`config.mk`:
```
export PLATFORM = sky130hd
export DESIGN_NAME = wexDecoder
export DESIGN_NICKNAME = d
export VERILOG_FILES = /design/src/rtl/decPkg.sv /design/src/rtl/laneDecoder.sv /design/src/rtl/bundleRouter.sv /design/src/rtl/laneIssueStage.sv /design/src/rtl/wexDecoder.sv
export SDC_FILE = /design/constraint.sdc
export NUM_CORES = 1
export LEC_CHECK = 0
export BUFFER_PORTS_ARGS = -buffer_cell sky130_fd_sc_hd__buf_2
export CORE_MARGIN = 5
export CORE_UTILIZATION = 35
export DETAILED_ROUTE_END_ITERATION = 8
export REMOVE_ABC_BUFFERS = 1
export SYNTH_ARGS = -nofsm -noshare
export SYNTH_HDL_FRONTEND = slang
export SYNTH_SLANG_ARGS = --single-unit
```
`constraint.sdc`:
```
create_clock -name clock -period 2.01 [get_ports clock]
set_input_delay 0.402 -clock clock [delete_from_list [all_inputs] [get_ports clock]]
set_output_delay 0.402 -clock clock [all_outputs]
set_load 0.01 [all_outputs]
```
`src/rtl/decPkg.sv`:
```
// WEX decoder package
// field widths, decode types and encoded constants shared by the decode pipeline
package decPkg;

	localparam int laneWordW = 32;
	localparam int laneCount = 3;
	localparam int gprIdxW   = 6;
	localparam int immW      = 33;
	localparam int uOpW      = 9;

	// decoded register index, 0..31 in use
	typedef logic [gprIdxW-1:0] gprIdxT;

	// sign-extended immediate
	typedef logic [immW-1:0] immT;

	// condition code in 8:6, opcode in 5:0
	typedef logic [uOpW-1:0] uCmdT;

	// width class in 8:6, low bits zero
	typedef logic [uOpW-1:0] uIxtT;

	typedef enum logic [1:0]
	{
		modeScalar,
		modeWex2,
		modeWex3
	} bundleModeT;

	// null register
	localparam gprIdxT zzrReg = 6'd63;

	// condition codes
	localparam logic [2:0] condAlways = 3'd0;
	localparam logic [2:0] condTrue   = 3'd2;
	localparam logic [2:0] condFalse  = 3'd3;

	// width class of a 128-bit op
	localparam logic [2:0] ixtWide = 3'd5;

	// opcode group 5:1 that treats Rm as a base register
	localparam logic [4:0] baseOpHi = 5'd2;

endpackage

```
`src/rtl/laneDecoder.sv`:
```
// lane decoder
// splits one 32-bit word into registers, immediate, command and the WEX flag
`timescale 1ns/10ps

module laneDecoder
(
	input  logic [decPkg::laneWordW-1:0] instrWord,
	input  logic                         wexEnable,
	output decPkg::gprIdxT               regN,
	output decPkg::gprIdxT               regM,
	output decPkg::gprIdxT               regO,
	output decPkg::immT                  imm,
	output decPkg::uCmdT                 uCmd,
	output decPkg::uIxtT                 uIxt,
	output logic                         wexFlag
);

	// prefix nibbles of the two 32-bit forms
	localparam logic [3:0] prefixF = 4'hF;
	localparam logic [3:0] prefixE = 4'hE;

	logic [3:0] prefix;
	logic [5:0] opcode;
	logic       isFop;
	logic       isEop;
	logic       hasImm;
	logic [2:0] cond;

	assign prefix = instrWord[15:12];
	assign opcode = instrWord[31:26];
	assign isFop  = (prefix == prefixF);
	assign isEop  = (prefix == prefixE);

	// opcode bit 5 trades Ro for an immediate
	assign hasImm = opcode[5];

	// bit 10 of a predicated op means execute if false
	always_comb
	begin
		if (!isEop)
			cond = decPkg::condAlways;
		else if (instrWord[10])
			cond = decPkg::condFalse;
		else
			cond = decPkg::condTrue;
	end

	always_comb
	begin
		regN = decPkg::zzrReg;
		regM = decPkg::zzrReg;
		regO = decPkg::zzrReg;
		imm  = '0;
		uCmd = '0;
		uIxt = '0;
		if (isFop || isEop)
		begin
			regN = {1'b0, instrWord[8:4]};
			regM = {1'b0, instrWord[25:21]};
			regO = hasImm ? decPkg::zzrReg : {1'b0, instrWord[20:16]};
			if (hasImm)
				imm = {{(decPkg::immW-10){instrWord[25]}}, instrWord[25:16]};
			uCmd = {cond, opcode};
			uIxt = {instrWord[3:1], 6'b0};
		end
	end

	// plain ops flag WEX with bit 10, pred-WEX uses bits 11 and 9
	assign wexFlag = wexEnable &&
		((isFop && instrWord[10]) || (isEop && instrWord[11] && instrWord[9]));

endmodule

```
`src/rtl/bundleRouter.sv`:
```
// bundle router
// picks scalar, two-wide or three-wide issue and steers lane decodes into A/B/C
`timescale 1ns/10ps

module bundleRouter
(
	input  decPkg::gprIdxT     regN0, regN1, regN2,
	input  decPkg::gprIdxT     regM0, regM1, regM2,
	input  decPkg::gprIdxT     regO0, regO1, regO2,
	input  decPkg::immT        imm0, imm1, imm2,
	input  decPkg::uCmdT       uCmd0, uCmd1, uCmd2,
	input  decPkg::uIxtT       uIxt0, uIxt1, uIxt2,
	input  logic               wexFlag0,
	input  logic               wexFlag1,
	output decPkg::gprIdxT     regAN, regAM, regAO,
	output decPkg::immT        immA,
	output decPkg::uCmdT       uCmdA,
	output decPkg::uIxtT       uIxtA,
	output decPkg::gprIdxT     regBN, regBM, regBO,
	output decPkg::immT        immB,
	output decPkg::uCmdT       uCmdB,
	output decPkg::uIxtT       uIxtB,
	output decPkg::gprIdxT     regCN, regCM, regCO,
	output decPkg::immT        immC,
	output decPkg::uCmdT       uCmdC,
	output decPkg::uIxtT       uIxtC,
	output decPkg::bundleModeT mode
);

	// lane 2 never carries the WEX chain further
	always_comb
	begin
		if (wexFlag0 && wexFlag1)
			mode = decPkg::modeWex3;
		else if (wexFlag0)
			mode = decPkg::modeWex2;
		else
			mode = decPkg::modeScalar;
	end

	always_comb
	begin
		// lane A defaults to the first word, B and C idle
		regAN = regN0;
		regAM = regM0;
		regAO = regO0;
		immA  = imm0;
		uCmdA = uCmd0;
		uIxtA = uIxt0;
		regBN = decPkg::zzrReg;
		regBM = decPkg::zzrReg;
		regBO = decPkg::zzrReg;
		immB  = '0;
		uCmdB = '0;
		uIxtB = '0;
		regCN = decPkg::zzrReg;
		regCM = decPkg::zzrReg;
		regCO = decPkg::zzrReg;
		immC  = '0;
		uCmdC = '0;
		uIxtC = '0;

		case (mode)
			decPkg::modeWex3:
			begin
				// bundle is issued back to front
				regAN = regN2;
				regAM = regM2;
				regAO = regO2;
				immA  = imm2;
				uCmdA = uCmd2;
				uIxtA = uIxt2;
				regBN = regN1;
				regBM = regM1;
				regBO = regO1;
				immB  = imm1;
				uCmdB = uCmd1;
				uIxtB = uIxt1;
				regCN = regN0;
				regCM = regM0;
				regCO = regO0;
				immC  = imm0;
				uCmdC = uCmd0;
				uIxtC = uIxt0;
			end
			decPkg::modeWex2:
			begin
				regAN = regN1;
				regAM = regM1;
				regAO = regO1;
				immA  = imm1;
				uCmdA = uCmd1;
				uIxtA = uIxt1;
				regBN = regN0;
				regBM = regM0;
				regBO = regO0;
				immB  = imm0;
				uCmdB = uCmd0;
				uIxtB = uIxt0;
			end
			default:
			begin
				// idle lanes still read A's Rn through O
				regBO = regN0;
				regCO = regN0;
			end
		endcase
	end

endmodule

```
`src/rtl/laneIssueStage.sv`:
```
// lane issue stage
// expands 128-bit ops over lanes A/B with even/odd pairs, then registers the bundle
`timescale 1ns/10ps

module laneIssueStage
(
	input  logic               clock,
	input  logic               arstN,
	input  decPkg::bundleModeT mode,
	input  decPkg::gprIdxT     regAN, regAM, regAO,
	input  decPkg::immT        immA,
	input  decPkg::uCmdT       uCmdA,
	input  decPkg::uIxtT       uIxtA,
	input  decPkg::gprIdxT     regBN, regBM, regBO,
	input  decPkg::immT        immB,
	input  decPkg::uCmdT       uCmdB,
	input  decPkg::uIxtT       uIxtB,
	input  decPkg::gprIdxT     regCN, regCM, regCO,
	input  decPkg::immT        immC,
	input  decPkg::uCmdT       uCmdC,
	input  decPkg::uIxtT       uIxtC,
	output decPkg::gprIdxT     idRegS, idRegT, idRegM,
	output decPkg::immT        idImmA,
	output decPkg::uCmdT       idUCmdA,
	output decPkg::uIxtT       idUIxtA,
	output decPkg::gprIdxT     idRegU, idRegV, idRegN,
	output decPkg::immT        idImmB,
	output decPkg::uCmdT       idUCmdB,
	output decPkg::uIxtT       idUIxtB,
	output decPkg::gprIdxT     idRegX, idRegY, idRegO,
	output decPkg::immT        idImmC,
	output decPkg::uCmdT       idUCmdC,
	output decPkg::uIxtT       idUIxtC
);

	logic           isDual;
	logic           pairMO;
	decPkg::gprIdxT nxtAN, nxtAM, nxtAO;
	decPkg::gprIdxT nxtBN, nxtBM, nxtBO;
	decPkg::gprIdxT nxtCN, nxtCM, nxtCO;
	decPkg::immT    nxtImmB, nxtImmC;
	decPkg::uCmdT   nxtUCmdB, nxtUCmdC;
	decPkg::uIxtT   nxtUIxtB, nxtUIxtC;

	// low half on the even register, high half on the odd one
	function automatic decPkg::gprIdxT pairReg(input decPkg::gprIdxT r, input logic odd);
		if (r == decPkg::zzrReg)
			return r;
		return {r[5:1], odd};
	endfunction

	assign isDual = (uIxtA[8:6] == decPkg::ixtWide);

	// base-register ops keep Rm and Ro at 64 bits
	assign pairMO = (uCmdA[5:1] != decPkg::baseOpHi);

	always_comb
	begin
		nxtAN    = regAN;
		nxtAM    = regAM;
		nxtAO    = regAO;
		nxtBN    = regBN;
		nxtBM    = regBM;
		nxtBO    = regBO;
		nxtImmB  = immB;
		nxtUCmdB = uCmdB;
		nxtUIxtB = uIxtB;
		nxtCN    = regCN;
		nxtCM    = regCM;
		nxtCO    = regCO;
		nxtImmC  = immC;
		nxtUCmdC = uCmdC;
		nxtUIxtC = uIxtC;
		if (isDual)
		begin
			// lane B is taken by the high half, so a WEX partner moves to C
			if (mode != decPkg::modeScalar)
			begin
				nxtCN    = regBN;
				nxtCM    = regBM;
				nxtCO    = regBO;
				nxtImmC  = immB;
				nxtUCmdC = uCmdB;
				nxtUIxtC = uIxtB;
			end
			nxtImmB  = immA;
			nxtUCmdB = uCmdA;
			nxtUIxtB = uIxtA;
			nxtAN    = pairReg(regAN, 1'b0);
			nxtBN    = pairReg(regAN, 1'b1);
			nxtAM    = pairMO ? pairReg(regAM, 1'b0) : regAM;
			nxtBM    = pairMO ? pairReg(regAM, 1'b1) : regAM;
			nxtAO    = pairMO ? pairReg(regAO, 1'b0) : regAO;
			nxtBO    = pairMO ? pairReg(regAO, 1'b1) : regAO;
		end
	end

	always_ff @(posedge clock or negedge arstN)
	begin
		if (!arstN)
		begin
			idRegS  <= decPkg::zzrReg;
			idRegT  <= decPkg::zzrReg;
			idRegM  <= decPkg::zzrReg;
			idImmA  <= '0;
			idUCmdA <= '0;
			idUIxtA <= '0;
			idRegU  <= decPkg::zzrReg;
			idRegV  <= decPkg::zzrReg;
			idRegN  <= decPkg::zzrReg;
			idImmB  <= '0;
			idUCmdB <= '0;
			idUIxtB <= '0;
			idRegX  <= decPkg::zzrReg;
			idRegY  <= decPkg::zzrReg;
			idRegO  <= decPkg::zzrReg;
			idImmC  <= '0;
			idUCmdC <= '0;
			idUIxtC <= '0;
		end
		else
		begin
			idRegS  <= nxtAM;
			idRegT  <= nxtAO;
			idRegM  <= nxtAN;
			idImmA  <= immA;
			idUCmdA <= uCmdA;
			idUIxtA <= uIxtA;
			idRegU  <= nxtBM;
			idRegV  <= nxtBO;
			idRegN  <= nxtBN;
			idImmB  <= nxtImmB;
			idUCmdB <= nxtUCmdB;
			idUIxtB <= nxtUIxtB;
			idRegX  <= nxtCM;
			idRegY  <= nxtCO;
			idRegO  <= nxtCN;
			idImmC  <= nxtImmC;
			idUCmdC <= nxtUCmdC;
			idUIxtC <= nxtUIxtC;
		end
	end

	// a wide op issues its two halves on an even/odd Rn pair
	aRnPairSplit: assert property (@(posedge clock) disable iff (!arstN)
		(isDual && regAN != decPkg::zzrReg) |=> (idRegN[0] != idRegM[0]));

	// scalar bundles never issue a command on lane C
	aScalarLaneCIdle: assert property (@(posedge clock) disable iff (!arstN)
		(mode == decPkg::modeScalar) |=> (idUCmdC == '0));

endmodule

```
`src/rtl/wexDecoder.sv`:
```
// three-wide WEX decoder
// three lane decoders feed the bundle router and a single registered issue stage
`timescale 1ns/10ps

module wexDecoder
(
	input  logic                                           clock,
	input  logic                                           arstN,
	input  logic [decPkg::laneCount*decPkg::laneWordW-1:0] istrWord,
	input  logic                                           wexEnable,
	output decPkg::gprIdxT                                 idRegS, idRegT, idRegM,
	output decPkg::immT                                    idImmA,
	output decPkg::uCmdT                                   idUCmdA,
	output decPkg::uIxtT                                   idUIxtA,
	output decPkg::gprIdxT                                 idRegU, idRegV, idRegN,
	output decPkg::immT                                    idImmB,
	output decPkg::uCmdT                                   idUCmdB,
	output decPkg::uIxtT                                   idUIxtB,
	output decPkg::gprIdxT                                 idRegX, idRegY, idRegO,
	output decPkg::immT                                    idImmC,
	output decPkg::uCmdT                                   idUCmdC,
	output decPkg::uIxtT                                   idUIxtC
);

	// per-word decodes
	decPkg::gprIdxT     regN0, regN1, regN2;
	decPkg::gprIdxT     regM0, regM1, regM2;
	decPkg::gprIdxT     regO0, regO1, regO2;
	decPkg::immT        imm0, imm1, imm2;
	decPkg::uCmdT       uCmd0, uCmd1, uCmd2;
	decPkg::uIxtT       uIxt0, uIxt1, uIxt2;
	logic               wexFlag0;
	logic               wexFlag1;

	// routed issue lanes
	decPkg::gprIdxT     regAN, regAM, regAO;
	decPkg::gprIdxT     regBN, regBM, regBO;
	decPkg::gprIdxT     regCN, regCM, regCO;
	decPkg::immT        immA, immB, immC;
	decPkg::uCmdT       uCmdA, uCmdB, uCmdC;
	decPkg::uIxtT       uIxtA, uIxtB, uIxtC;
	decPkg::bundleModeT mode;

	laneDecoder laneDec0 (
		.instrWord (istrWord[0 +: decPkg::laneWordW]), .wexEnable (wexEnable),
		.regN (regN0), .regM (regM0), .regO (regO0),
		.imm (imm0), .uCmd (uCmd0), .uIxt (uIxt0), .wexFlag (wexFlag0)
	);

	laneDecoder laneDec1 (
		.instrWord (istrWord[decPkg::laneWordW +: decPkg::laneWordW]), .wexEnable (wexEnable),
		.regN (regN1), .regM (regM1), .regO (regO1),
		.imm (imm1), .uCmd (uCmd1), .uIxt (uIxt1), .wexFlag (wexFlag1)
	);

	// last word ends any bundle so its flag goes nowhere
	laneDecoder laneDec2 (
		.instrWord (istrWord[2*decPkg::laneWordW +: decPkg::laneWordW]), .wexEnable (wexEnable),
		.regN (regN2), .regM (regM2), .regO (regO2),
		.imm (imm2), .uCmd (uCmd2), .uIxt (uIxt2), .wexFlag ()
	);

	bundleRouter bundleRouter (.*);

	laneIssueStage laneIssueStage (.*);

endmodule

```
* Word-level counts from Yosys, hierarchy flattened
Index checks and enable logic that the tools add are counted.
** Word-level totals
- Output and inout bits :: 207
- Input bits :: 99
- Bits in writable memories :: 0
- Memories kept :: 0
- Logic and storage cells :: 136
- Bits in latches :: 0
- Flip-flop bits (word level) :: 207
- Bits in read-only memories :: 0
** Operators by class
- $mul :: 0
- Add/subtract/negate cells :: 0
- Bitwise logic cells :: 0
- Div/mod/pow operators :: 0
- Reductions and logical operators :: 15
- Order comparisons :: 0
- Shift operators :: 0
- Equality and inequality tests :: 13
- Mux-type cells :: 90
** Operators with widths (count)
- 33-bit 2-to-1 mux :: 10
- 6-bit 2-to-1 mux :: 39
- 33-bit case mux with 2 select lines :: 2
- 9-bit 2-to-1 mux :: 14
- 6-bit case mux with 2 select lines :: 7
- 9-bit case mux with 2 select lines :: 4
- 4-bit equality test, second input constant :: 6
- 6-bit equality test, second input constant :: 3
- 1-bit 2-to-1 mux :: 10
- 1-bit logical AND :: 9
- 3-bit 2-to-1 mux :: 3
- 1-bit logical OR :: 5
- 5-bit by 2-bit != test with 1-bit output, second input constant :: 1
- 3-bit equality test, second input constant :: 1
- 2-bit by 1-bit equality test with 1-bit output, second input constant :: 1
- 2-bit equality test, second input constant :: 1
- 2-bit 2-to-1 mux :: 1
- 2-bit nonzero test :: 1

* Logic depth before layout (Yosys ltp)
Gate-level depths: netlist of the first run.
- Depth in word-level cells :: 15
- Depth in mapped cells :: 11

* By module
From an unflattened synthesis of the first run, not the netlist that was laid out.
** Second synthesis, totals
- Cells, all modules :: 1091
- Area, all modules :: 11735.0 um2
** By module, submodules not included
- laneIssueStage :: cells each 380, area each 7039.3 um2, times used 1
- bundleRouter :: cells each 474, area each 3126.7 um2, times used 1
- laneDecoder :: cells each 79, area each 523.0 um2, times used 3

* Worst setup path after synthesis of the first run
Ideal clock, no wire load.
- Path type :: input -> register
- Start point :: in istrWord[14] (netlist bit)
- End point :: reg laneIssueStage.idRegO[0]
- Setup slack :: -0.158 ns
- Data arrival time :: 2.106 ns
- Stages on the path :: 8
- Path buffers :: 1
- Required time :: 1.948 ns
- Cells stage by stage :: nand3_1 a21oi_2 nand3_1 a22oi_2 nor2b_4 buf_6 mux2i_4 o32a_1
** On the way
- Word-level cells in the longest chain between the ends :: 11
** RTL lines
- start: declaration :: RTL line wexDecoder.sv:9 : input logic [decPkg::laneCount*decPkg::laneWordW-1:0] istrWord,
- 4-bit equality test :: RTL line laneDecoder.sv:32 : assign isEop = (prefix == prefixE);
- 1-bit logical AND (2 in series) :: RTL line laneDecoder.sv:70 : ((isFop && instrWord[10]) || (isEop && instrWord[11] && instrWord[9]));
- 1-bit logical OR :: RTL line laneDecoder.sv:70
- 1-bit logical AND :: RTL line laneDecoder.sv:69 : assign wexFlag = wexEnable &&
- 1-bit 2-to-1 mux / 1-bit logical AND (equally long branches) :: RTL line bundleRouter.sv:35, bundleRouter.sv:33
- 2-bit 2-to-1 mux :: RTL line bundleRouter.sv:33 : if (wexFlag0 && wexFlag1)
- 2-bit by 1-bit equality test with 1-bit output / 2-bit equality test (equally long branches) :: RTL line bundleRouter.sv:63 : case (mode)
- 9-bit case mux with 2 select lines, or another cell as far along :: RTL line bundleRouter.sv:63
- 3-bit equality test / 6-bit 2-to-1 mux (equally long branches) :: RTL line laneIssueStage.sv:52, laneIssueStage.sv:77
- 6-bit 2-to-1 mux * :: RTL line laneIssueStage.sv:74 : if (isDual)
- named net laneIssueStage.nxtCN[0] :: RTL line laneIssueStage.sv:40 : decPkg::gprIdxT nxtCN, nxtCM, nxtCO;
- end signal: assignment :: RTL line laneIssueStage.sv:116 : idRegO <= decPkg::zzrReg;
- end signal: assignment :: RTL line laneIssueStage.sv:137 : idRegO <= nxtCN;
- end: declaration :: RTL line laneIssueStage.sv:30 : output decPkg::gprIdxT idRegX, idRegY, idRegO,
Mark *: on every way through the listed nets, which the timed path passes. The rest lies on a longest branch.

* Worst setup path after layout of the first run
- Start point :: in istrWord[44] (netlist bit)
- End point :: reg laneIssueStage.idImmC[3]
** On the way
- Word-level cells in the longest chain between the ends :: 11
** RTL lines
- 4-bit equality test :: RTL line laneDecoder.sv:32
- 1-bit logical AND (2 in series) :: RTL line laneDecoder.sv:70
- 1-bit logical OR :: RTL line laneDecoder.sv:70
- 1-bit logical AND :: RTL line laneDecoder.sv:69
- 1-bit logical AND :: RTL line bundleRouter.sv:33
- 2-bit 2-to-1 mux :: RTL line bundleRouter.sv:33
- 2-bit by 1-bit equality test with 1-bit output / 2-bit equality test (equally long branches) :: RTL line bundleRouter.sv:63
- 9-bit case mux with 2 select lines * :: RTL line bundleRouter.sv:63
- named net bundleRouter.uIxtA[7] :: RTL line bundleRouter.sv:18 : output decPkg::uIxtT uIxtA,
- 3-bit equality test * :: RTL line laneIssueStage.sv:52 : assign isDual = (uIxtA[8:6] == decPkg::ixtWide);
- 33-bit 2-to-1 mux * :: RTL line laneIssueStage.sv:74
- named net laneIssueStage.nxtImmC[3] :: RTL line laneIssueStage.sv:41 : decPkg::immT nxtImmB, nxtImmC;
- end signal: assignment :: RTL line laneIssueStage.sv:138 : idImmC <= nxtImmC;
- end: declaration :: RTL line laneIssueStage.sv:31 : output decPkg::immT idImmC,
Marked as above.

==> out/results.ini, run 1 <==
[pwr]
p_per_area_nw_per_um2 = 684
power_switching_w = 0.00144
p_comb_share_pct = 9.6
swShare_pct = 24.2
p_seq_share_pct = 39.6
power_leakage_nw = 4.33
pwr-share-clk_pct = 50.8
p_int_w = 0.00451
vdd_drop_max_mv = 0.600

[yosys]
ys_warn_count = 0
ys_types = 65
synth_top_flop_cell = dfrtp_1
seq_area_frac_synth_pct = 47.6
async_flop_share_pct = 100
ys_seq_elements = 114
synth_edf_count = 0
synth_area_um2 = 6130
synthCells = 598
avgSynthCellArea_um2 = 10.3

[timing]
setup_violations = 18
finalMaxSlewViolations = 0
max_freq_ghz = 0.493
setup_ws_ns = -0.0188
final.period_utilization_pct = 101
rsz0062_at_grt = true
slew_headroom_pct = 56.0
fin_crit_ns = 2.03
tightest_slew_ns = 0.659
finalHoldViolCount = 0

[detailed_routing]
first_pass_iters = 5
wl_per_cell_um = 19.9
postRouteAntennaNets = 0
initialDrtViolationCount = 308
drc = 0
routed_wl_mm = 22.7
vias = 5902
vias_per_cell = 5.17

[worst_setup_path]
cp_max_fo = 10
crit_arrival_ns = 2.33
cp-end-kind = flop
crit_path_cell_trace = buf_6 -> nand3b_1 -> a211oi_4 -> buf_4 -> nand2_4 -> o211ai_4 -> nand2b_4 -> buf_4 -> nor3_4 -> buf_12 -> a22o_1
crit_type = input port to flop
critPathMaxStageDelay_ns = 0.38
crit_family = compound AO/OA/AOI/OAI gates
crit_start = istrWord[44]
cpMostUsedCell = buf_4
crit_buf_inv = 4
cp_slowest_cell = a211oi_4
crit_path_start_kind = input port
crit_required_ns = 2.31

[cts]
cts_buffers = 17
cts_tree = done
clk_pin_slew_ns = 0.06
htreeDepth = 4
cts_buffer_depth = 2
root_buffer = clkbuf_16
numClockSinks = 114
cts_hold_buf = 0

[layout]
fin_cells = 1142
utilization_pct = 50.5
fin_area_um2 = 8700
mostFrequentLayoutCells = buf_2 (277), buf_4 (105), dfrtp_1 (63)
layout.nets = 1001
final_layout_size_suffix_gt1_share_pct = 56.5
syn2layout_area_growth_pct = 41.9
final_common_cell = buf_2

[grt]
grt_pass1_wl_mm = 33.3
antenna_found_initial = 2
overflow = 0
grt_max_degree = 115
first_global_vias = 5702
grtUsageTotal_pct = 21.6

[placement]
io_buffers = 279
post_dp_cell_area_um2 = 7920
dp.cells = 1101
gp_congestion = 0.880
hpwl_mm = 17.1
dp_slack_ns = -0.489

[die]
core_area_um2 = 17200
pin_count = 306
dieArea_um2 = 20300
start_util_pct = 35.6
die_h_um = 142
die_w_um = 142
rows = 48

[run_status]
violations = setup timing
status = finished, violations left

[flow_run]
cap_violations = 0

[worst_hold_path]
hp-class = input port to asynchronous set/reset pin

cell type report:
class                           count  area, um2
Timing Repair Buffer              398       2460
Antenna cell                        2       5.00
Clock inverter                      9        104
Fill cell                        1595       8540
Inverter                            2       7.51
Tap cell                          225        282
Clock buffer                       23        488
Multi-Input combinational cell    369       2430
Sequential cell                   114       2920
metal layers:
metal | wire [um] | track usage, %
met4 | 598 | 7.15
met5 | 0 | 0
met1 | 8960 | 27.4
met3 | 2100 | 5.11
met2 | 11100 | 36.5
Yosys cell counts, types with 3 or more instances:
cell       number  area share (%)
o211ai_1        4            0.49
a32oi_1        11             1.6
o22ai_1        11             1.1
o21ai_0        25             2.0
a22oi_1         8            0.98
dfrtp_1        63              26
nand4_1         3            0.31
o32a_1          5            0.82
a32o_1          5            0.82
nand3_1        14             1.1
o2bb2ai_1       6            0.86
buf_2          11            0.90
clkbuf_1       21             1.3
a221oi_2        9             2.2
o32ai_1         8             1.1
nand2_1        44             2.7
mux2_1          3            0.55
or3_1           3            0.31
a21oi_1        23             1.9
dfstp_2        51              22
a22o_1         13             1.9
nor2_1         48             2.9
o221ai_1        5            0.71
and3_1          4            0.41
a31oi_1        13             1.3
buf_6           6             1.1
and2_1          4            0.41
o21ai_1        16             1.3
nor3_1         19             1.6
buf_4          95              12
o22a_1          4            0.57
logic make-up (layout without fill, tap and decap cells):
kind of cell	Yosys count	in the layout	synth area share, %
AO/OA/AOI/OAI	184	184	22.8
AND/OR/NAND/NOR	158	158	13.1
buffers and inverters	135	432	15.0
flip-flops	114	114	47.6
multiplexers	6	6	1.45
other	1	23	0.0612
worst max-delay path by stage:
stage,endpoint,slack (ns),cells past startpoint
floorplan,laneIssueStage.idUCmdC[1]$_DFF_PN0_,-1.47,7
global placement,laneIssueStage.idRegV[5]$_DFF_PN1_,-0.39,12
detailed placement,laneIssueStage.idRegO[3]$_DFF_PN1_,-0.49,9
CTS,laneIssueStage.idRegO[1]$_DFF_PN1_,0.008,11
global route,laneIssueStage.idRegO[4]$_DFF_PN1_,-0.11,10
finish,laneIssueStage.idImmC[3]$_DFF_PN0_,-0.02,11
registers in the layout, indices dropped and copies added (netlist names), 8 cells and up:
name / count
laneIssueStage.idUCmdA: 8
laneIssueStage.idImmC: 10
laneIssueStage.idImmA: 10
laneIssueStage.idUCmdC: 8
laneIssueStage.idUCmdB: 8
laneIssueStage.idImmB: 10
power by group through the flow:
| stage | registers, W | clock network (W) | logic [W] |
|---|---|---|---|
| finish | 0.00236 | 0.00302 | 0.000571 |
| global route | 0.00236 | 0.00321 | 0.000619 |
| CTS | 0.00236 | 0.00307 | 0.000560 |
| detailed placement | 0.00239 | 0 | 0.000558 |
| global placement | 0.00239 | 0 | 0.000558 |
| floorplan | 0.00242 | 0 | 0.000141 |
through the flow:
step | TNS (ns) | total power, W | hold WS [ns]
floorplan | -110.68 | 0.00256 | 0.106
global placement | -25.29 | 0.00295 | 0.535
detailed placement | -30.86 | 0.00295 | 0.541
CTS | 0 | 0.00599 | 0.0900
global route | -3.52 | 0.00618 | 0.111
finish | -0.151 | 0.00595 | 0.000974
what timing repair did:
item | 4_1_cts | 5_1_grt
gates cloned | 0 | 1
pin swaps | 3 | 5
setup buffers | 2 | 4
endpoints found under the setup margin | 18 | 68
gates resized for setup | 2 | 19
No activity file was read; power rests on OpenSTA's default activity.
==> inputs of run 2 (changes only) <==
--- a/config.mk
+++ b/config.mk
@@ -9,6 +9,7 @@
 export CORE_MARGIN = 5
 export CORE_UTILIZATION = 35
 export DETAILED_ROUTE_END_ITERATION = 8
+export GPL_TIMING_DRIVEN = 0
 export REMOVE_ABC_BUFFERS = 1
 export SYNTH_ARGS = -nofsm -noshare
 export SYNTH_HDL_FRONTEND = slang
==> out/results.ini, run 2 (same netlist as run 1, synthesis figures left out) <==
[timing]
rsz0062_at_grt = true
finalMaxSlewViolations = 0
tightest_slew_ns = 0.669
max_freq_ghz = 0.481
final.period_utilization_pct = 103
setup_violations = 21
fin_crit_ns = 2.08
finalHoldViolCount = 0
slew_headroom_pct = 55.4
setup_ws_ns = -0.0694

[pwr]
power_leakage_nw = 4.07
p_seq_share_pct = 39.8
p_int_w = 0.00449
vdd_drop_max_mv = 0.552
power_switching_w = 0.00144
p_comb_share_pct = 9.6
pwr-share-clk_pct = 50.6
p_per_area_nw_per_um2 = 700
swShare_pct = 24.3

[layout]
mostFrequentLayoutCells = buf_2 (272), dfrtp_1 (63), dfstp_2 (51)
fin_area_um2 = 8470
register_area_um2 = 2920
final_common_cell = buf_2
multi_input_area_um2 = 2620
layout.nets = 945
syn2layout_area_growth_pct = 38.1
top_regs = laneIssueStage.idImmA x10, laneIssueStage.idImmB x10, laneIssueStage.idImmC x10
fin_cells = 1085
fill_cells = 1669
final_layout_size_suffix_gt1_share_pct = 55.5

[detailed_routing]
initialDrtViolationCount = 308
drc = 0
vias = 5746
postRouteAntennaNets = 0
routed_wl_mm = 24.3
first_pass_iters = 5
vias_per_cell = 5.30
wl_per_cell_um = 22.4

[worst_setup_path]
crit_type = input port to flop
cpMostUsedCell = buf_6
crit_buf_inv = 3
cp-end-kind = flop
cp_max_fo = 5
crit_family = compound AO/OA/AOI/OAI gates
crit_path_start_kind = input port
crit_arrival_ns = 2.42
crit_required_ns = 2.35
crit_path_cell_trace = buf_12 -> nand4b_4 -> a211oi_4 -> a32oi_2 -> a22oi_2 -> nor2b_4 -> buf_6 -> mux2i_4 -> buf_6 -> o22a_1
critPathMaxStageDelay_ns = 0.35
cp_slowest_cell = a211oi_4

[placement]
post_dp_cell_area_um2 = 7070
gp_congestion = 0.805
io_buffers = 279
hpwl_mm = 15.6
dp.cells = 993

[grt]
grtUsageTotal_pct = 23.0
antenna_found_initial = 1
grt_max_degree = 63
overflow = 0
first_global_vias = 5768
grt_pass1_wl_mm = 34.7

[worst_hold_path]
hp-class = input port to flop

[die]
die_h_um = 142
start_util_pct = 35.6
pin_count = 306
core_area_um2 = 17200
rows = 48
die_w_um = 142
dieArea_um2 = 20300

[run_status]
violations = setup timing
status = finished, violations left

[cts]
cts_buffer_depth = 2
root_buffer = clkbuf_16
clk_pin_slew_ns = 0.06
cts_buffers = 17
cts_tree = done
numClockSinks = 114
htreeDepth = 4

[flow_run]
cap_violations = 0

-- run 2: cell types whose count changed in the layout (fill, tap and decap cells not counted), moves of 3 or more --
cell / before / now
and3_1: 4 / 1
and3_4: 0 / 3
buf_12: 11 / 6
buf_2: 277 / 272
buf_4: 105 / 38
buf_6: 4 / 11
buf_8: 0 / 3
clkbuf_4: 0 / 3
nand3_1: 12 / 8
nand3_4: 0 / 5
nor2_1: 46 / 42
nor2_4: 0 / 3
-- run 2: repair_timing --
action                     4_1_cts  5_1_grt
gates resized for setup         47       22
hold endpoints to repair        22        0
setup buffers                   42       12
hold buffers                     1        0
cloned                           6        1
setup endpoints to repair      113       66
pin swaps                       21       25
-- run 2: final timing paths --
kind | start | endpoint | slack, ns | cells after the start
max | istrWord[12] | laneIssueStage.idRegX[1]$_DFF_PN1_ | -0.07 | 10
min | istrWord[26] | laneIssueStage.idUCmdC[0]$_DFF_PN0_ | 0.24 | 2
max in group asynchronous | arstN | laneIssueStage.idRegS[3]$_DFF_PN1_ | 0.76 | 3
min in group asynchronous | arstN | laneIssueStage.idUCmdC[4]$_DFF_PN0_ | 0.51 | 2
-- run 2: final cells by class --
| cell class | count | area share [%] |
|---|---|---|
| Antenna cell | 1 | 0.0296 |
| Clock buffer | 23 | 5.76 |
| Clock inverter | 9 | 1.23 |
| Inverter | 2 | 0.0887 |
| Multi-Input combinational cell | 374 | 30.9 |
| Sequential cell | 114 | 34.4 |
| Tap cell | 225 | 3.32 |
| Timing Repair Buffer | 337 | 24.2 |
-- run 2: per-layer routing --
| metal | global-route usage, % | vias up | wire (um) |
|---|---|---|---|
| li1 | - | 2595 | - |
| met1 | 27.3 | 2758 | 9320 |
| met2 | 40.4 | 341 | 12100 |
| met3 | 4.91 | 52 | 2070 |
| met4 | 9.65 | 0 | 743 |
| met5 | 0 | - | 0 |
-- run 2: power groups by stage --
stage / clock network (W) / logic [W] / registers, W
after floorplan: 0 / 0.000141 / 0.00242
after global placement: 0 / 0.000471 / 0.00239
after detailed placement: 0 / 0.000484 / 0.00239
after CTS: 0.00306 / 0.000549 / 0.00236
after global routing: 0.00317 / 0.000615 / 0.00236
final: 0.00300 / 0.000572 / 0.00236
-- run 2: metrics by stage --
| stage | util, % | worst slack [ns] | total power [W] | hold slack [ns] | TNS (ns) |
|---|---|---|---|---|---|
| 2_1_floorplan | - | -1.47 | 0.00256 | 0.106 | -110.68 |
| 3_3_place_gp | 40.4 | -3.79 | 0.00286 | 0.648 | -371.28 |
| 3_5_place_dp | 41.0 | -2.75 | 0.00288 | 0.396 | -250.70 |
| 4_1_cts | 48.2 | -0.000963 | 0.00596 | 0.194 | -0.000963 |
| 5_1_grt | 49.1 | -0.103 | 0.00615 | 0.228 | -1.69 |
| 6_report | 49.1 | -0.0694 | 0.00593 | 0.236 | -0.574 |
==> inputs of run 3 (changes only) <==
--- a/config.mk
+++ b/config.mk
@@ -10,6 +10,7 @@
 export CORE_UTILIZATION = 35
 export DETAILED_ROUTE_END_ITERATION = 8
 export GPL_TIMING_DRIVEN = 0
+export RECOVER_POWER = 25
 export REMOVE_ABC_BUFFERS = 1
 export SYNTH_ARGS = -nofsm -noshare
 export SYNTH_HDL_FRONTEND = slang
==> out/results.ini, run 3 (same netlist as run 1, synthesis figures left out) <==
[run_status]
status = finished, violations left
violations = setup timing

[die]
core_area_um2 = 17200
pin_count = 306
start_util_pct = 35.6
die_h_um = 142
die_w_um = 142
rows = 48
dieArea_um2 = 20300

[pwr]
power_w = 0.00593
power_leakage_nw = 4.07
vdd_drop_max_mv = 0.555
p_per_area_nw_per_um2 = 701

[timing]
finalMaxSlewViolations = 0
slew_headroom_pct = 13.9
setup_violations = 20
finalHoldViolCount = 0
max_freq_ghz = 0.483
final.period_utilization_pct = 103
tightest_slew_ns = 1.29
rsz0062_at_grt = true
setup_ws_ns = -0.0586
fin_crit_ns = 2.07

[worst_setup_path]
cp-end-kind = flop
crit_arrival_ns = 2.41
crit_path_start_kind = input port
crit_type = input port to flop
crit_required_ns = 2.35
cp_max_fo = 5

[cts]
numClockSinks = 114
cts_buffer_depth = 2
htreeDepth = 4
root_buffer = clkbuf_16
clk_pin_slew_ns = 0.06
cts_tree = done
cts_buffers = 17

[detailed_routing]
postRouteAntennaNets = 0
wl_met1_mm = 9.42
initialDrtViolationCount = 302
wl_per_cell_um = 22.4
dr_wl_met2_mm = 12.2
drc = 0
vias = 5739
routed.top_layer = met4
vias_per_cell = 5.29
met3_length_mm = 2.02
routed_wl_mm = 24.3
first_pass_iters = 5

[layout]
fin_area_um2 = 8460
mostFrequentLayoutCells = buf_2 (273), dfrtp_1 (63), dfstp_2 (51)
top_regs = laneIssueStage.idImmA x10, laneIssueStage.idImmB x10, laneIssueStage.idImmC x10
final_layout_size_suffix_gt1_share_pct = 55.5
syn2layout_area_growth_pct = 38.0
layout.nets = 945
fin_cells = 1085
final_common_cell = buf_2

[flow_run]
cap_violations = 0

[grt]
first_global_vias = 5768
grtUsageTotal_pct = 23.0
overflow = 0
grt_max_degree = 63
grt_pass1_wl_mm = 34.7
antenna_found_initial = 1

[worst_hold_path]
hp-class = input port to flop

[placement]
io_buffers = 279
dp.cells = 993
hpwl_mm = 15.6
gp_congestion = 0.805
post_dp_cell_area_um2 = 7070
dp_slack_ns = -2.75

[run 3: changes by cell type in the layout (fill, tap and decap cells not counted)]
cell / delta
buf_6: -1
buf_2: +1
[run 3: area by class of cell]
class                           instances  area [um2]
Fill cell                            1671        8780
Sequential cell                       114        2920
Multi-Input combinational cell        374        2620
Timing Repair Buffer                  337        2040
Clock buffer                           23         488
Tap cell                              225         282
Clock inverter                          9         104
Inverter                                2        7.51
Antenna cell                            1        2.50
[run 3: worst max-delay path: stages]
cell,delay [ns]
buf_12,0.10
nand4b_4,0.23
a211oi_4,0.35
a32oi_2,0.11
a22oi_2,0.24
nor2b_4,0.28
buf_6,0.15
mux2i_4,0.24
buf_6,0.16
o22a_1,0.15
[run 3: worst paths after layout]
path	startpoint	end	depth (start not counted)
max	istrWord[12]	laneIssueStage.idRegX[1]$_DFF_PN1_	10
min	istrWord[26]	laneIssueStage.idUCmdC[0]$_DFF_PN0_	2
max in group asynchronous	arstN	laneIssueStage.idRegS[3]$_DFF_PN1_	3
min in group asynchronous	arstN	laneIssueStage.idUCmdC[4]$_DFF_PN0_	2
[run 3: timing repair]
item	4_1_cts	5_1_grt
pin swaps	21	25
cloned	6	1
hold buffers	1	0
endpoints found under the setup margin	113	66
resized for setup	47	22
buffers inserted	42	12
hold endpoints to repair	22	0
[run 3: metrics by stage]
step | setup TNS, ns | util [%] | hold WS, ns
after CTS | -0.000963 | 48.2 | 0.194
after global placement | -371.28 | 40.4 | 0.648
after floorplan | -110.68 | - | 0.106
after detailed placement | -250.70 | 41.0 | 0.396
final | -0.401 | 49.1 | 0.235
after global routing | -1.75 | 49.1 | 0.228
[run 3: report_power, final]
| group | total (W) | switching, W | internal [W] |
|---|---|---|---|
| combinational | 0.000571 | 0.000375 | 0.000196 |
| sequential | 0.00236 | 0.0000106 | 0.00235 |
| clock | 0.00300 | 0.00105 | 0.00195 |
| total | 0.00593 | 0.00144 | 0.00449 |
[run 3: metal layers]
metal / track usage (%) / up-vias
li1: - / 2594
met3: 4.91 / 56
met5: 0 / -
met1: 27.3 / 2751
met2: 40.4 / 338
met4: 9.65 / 0
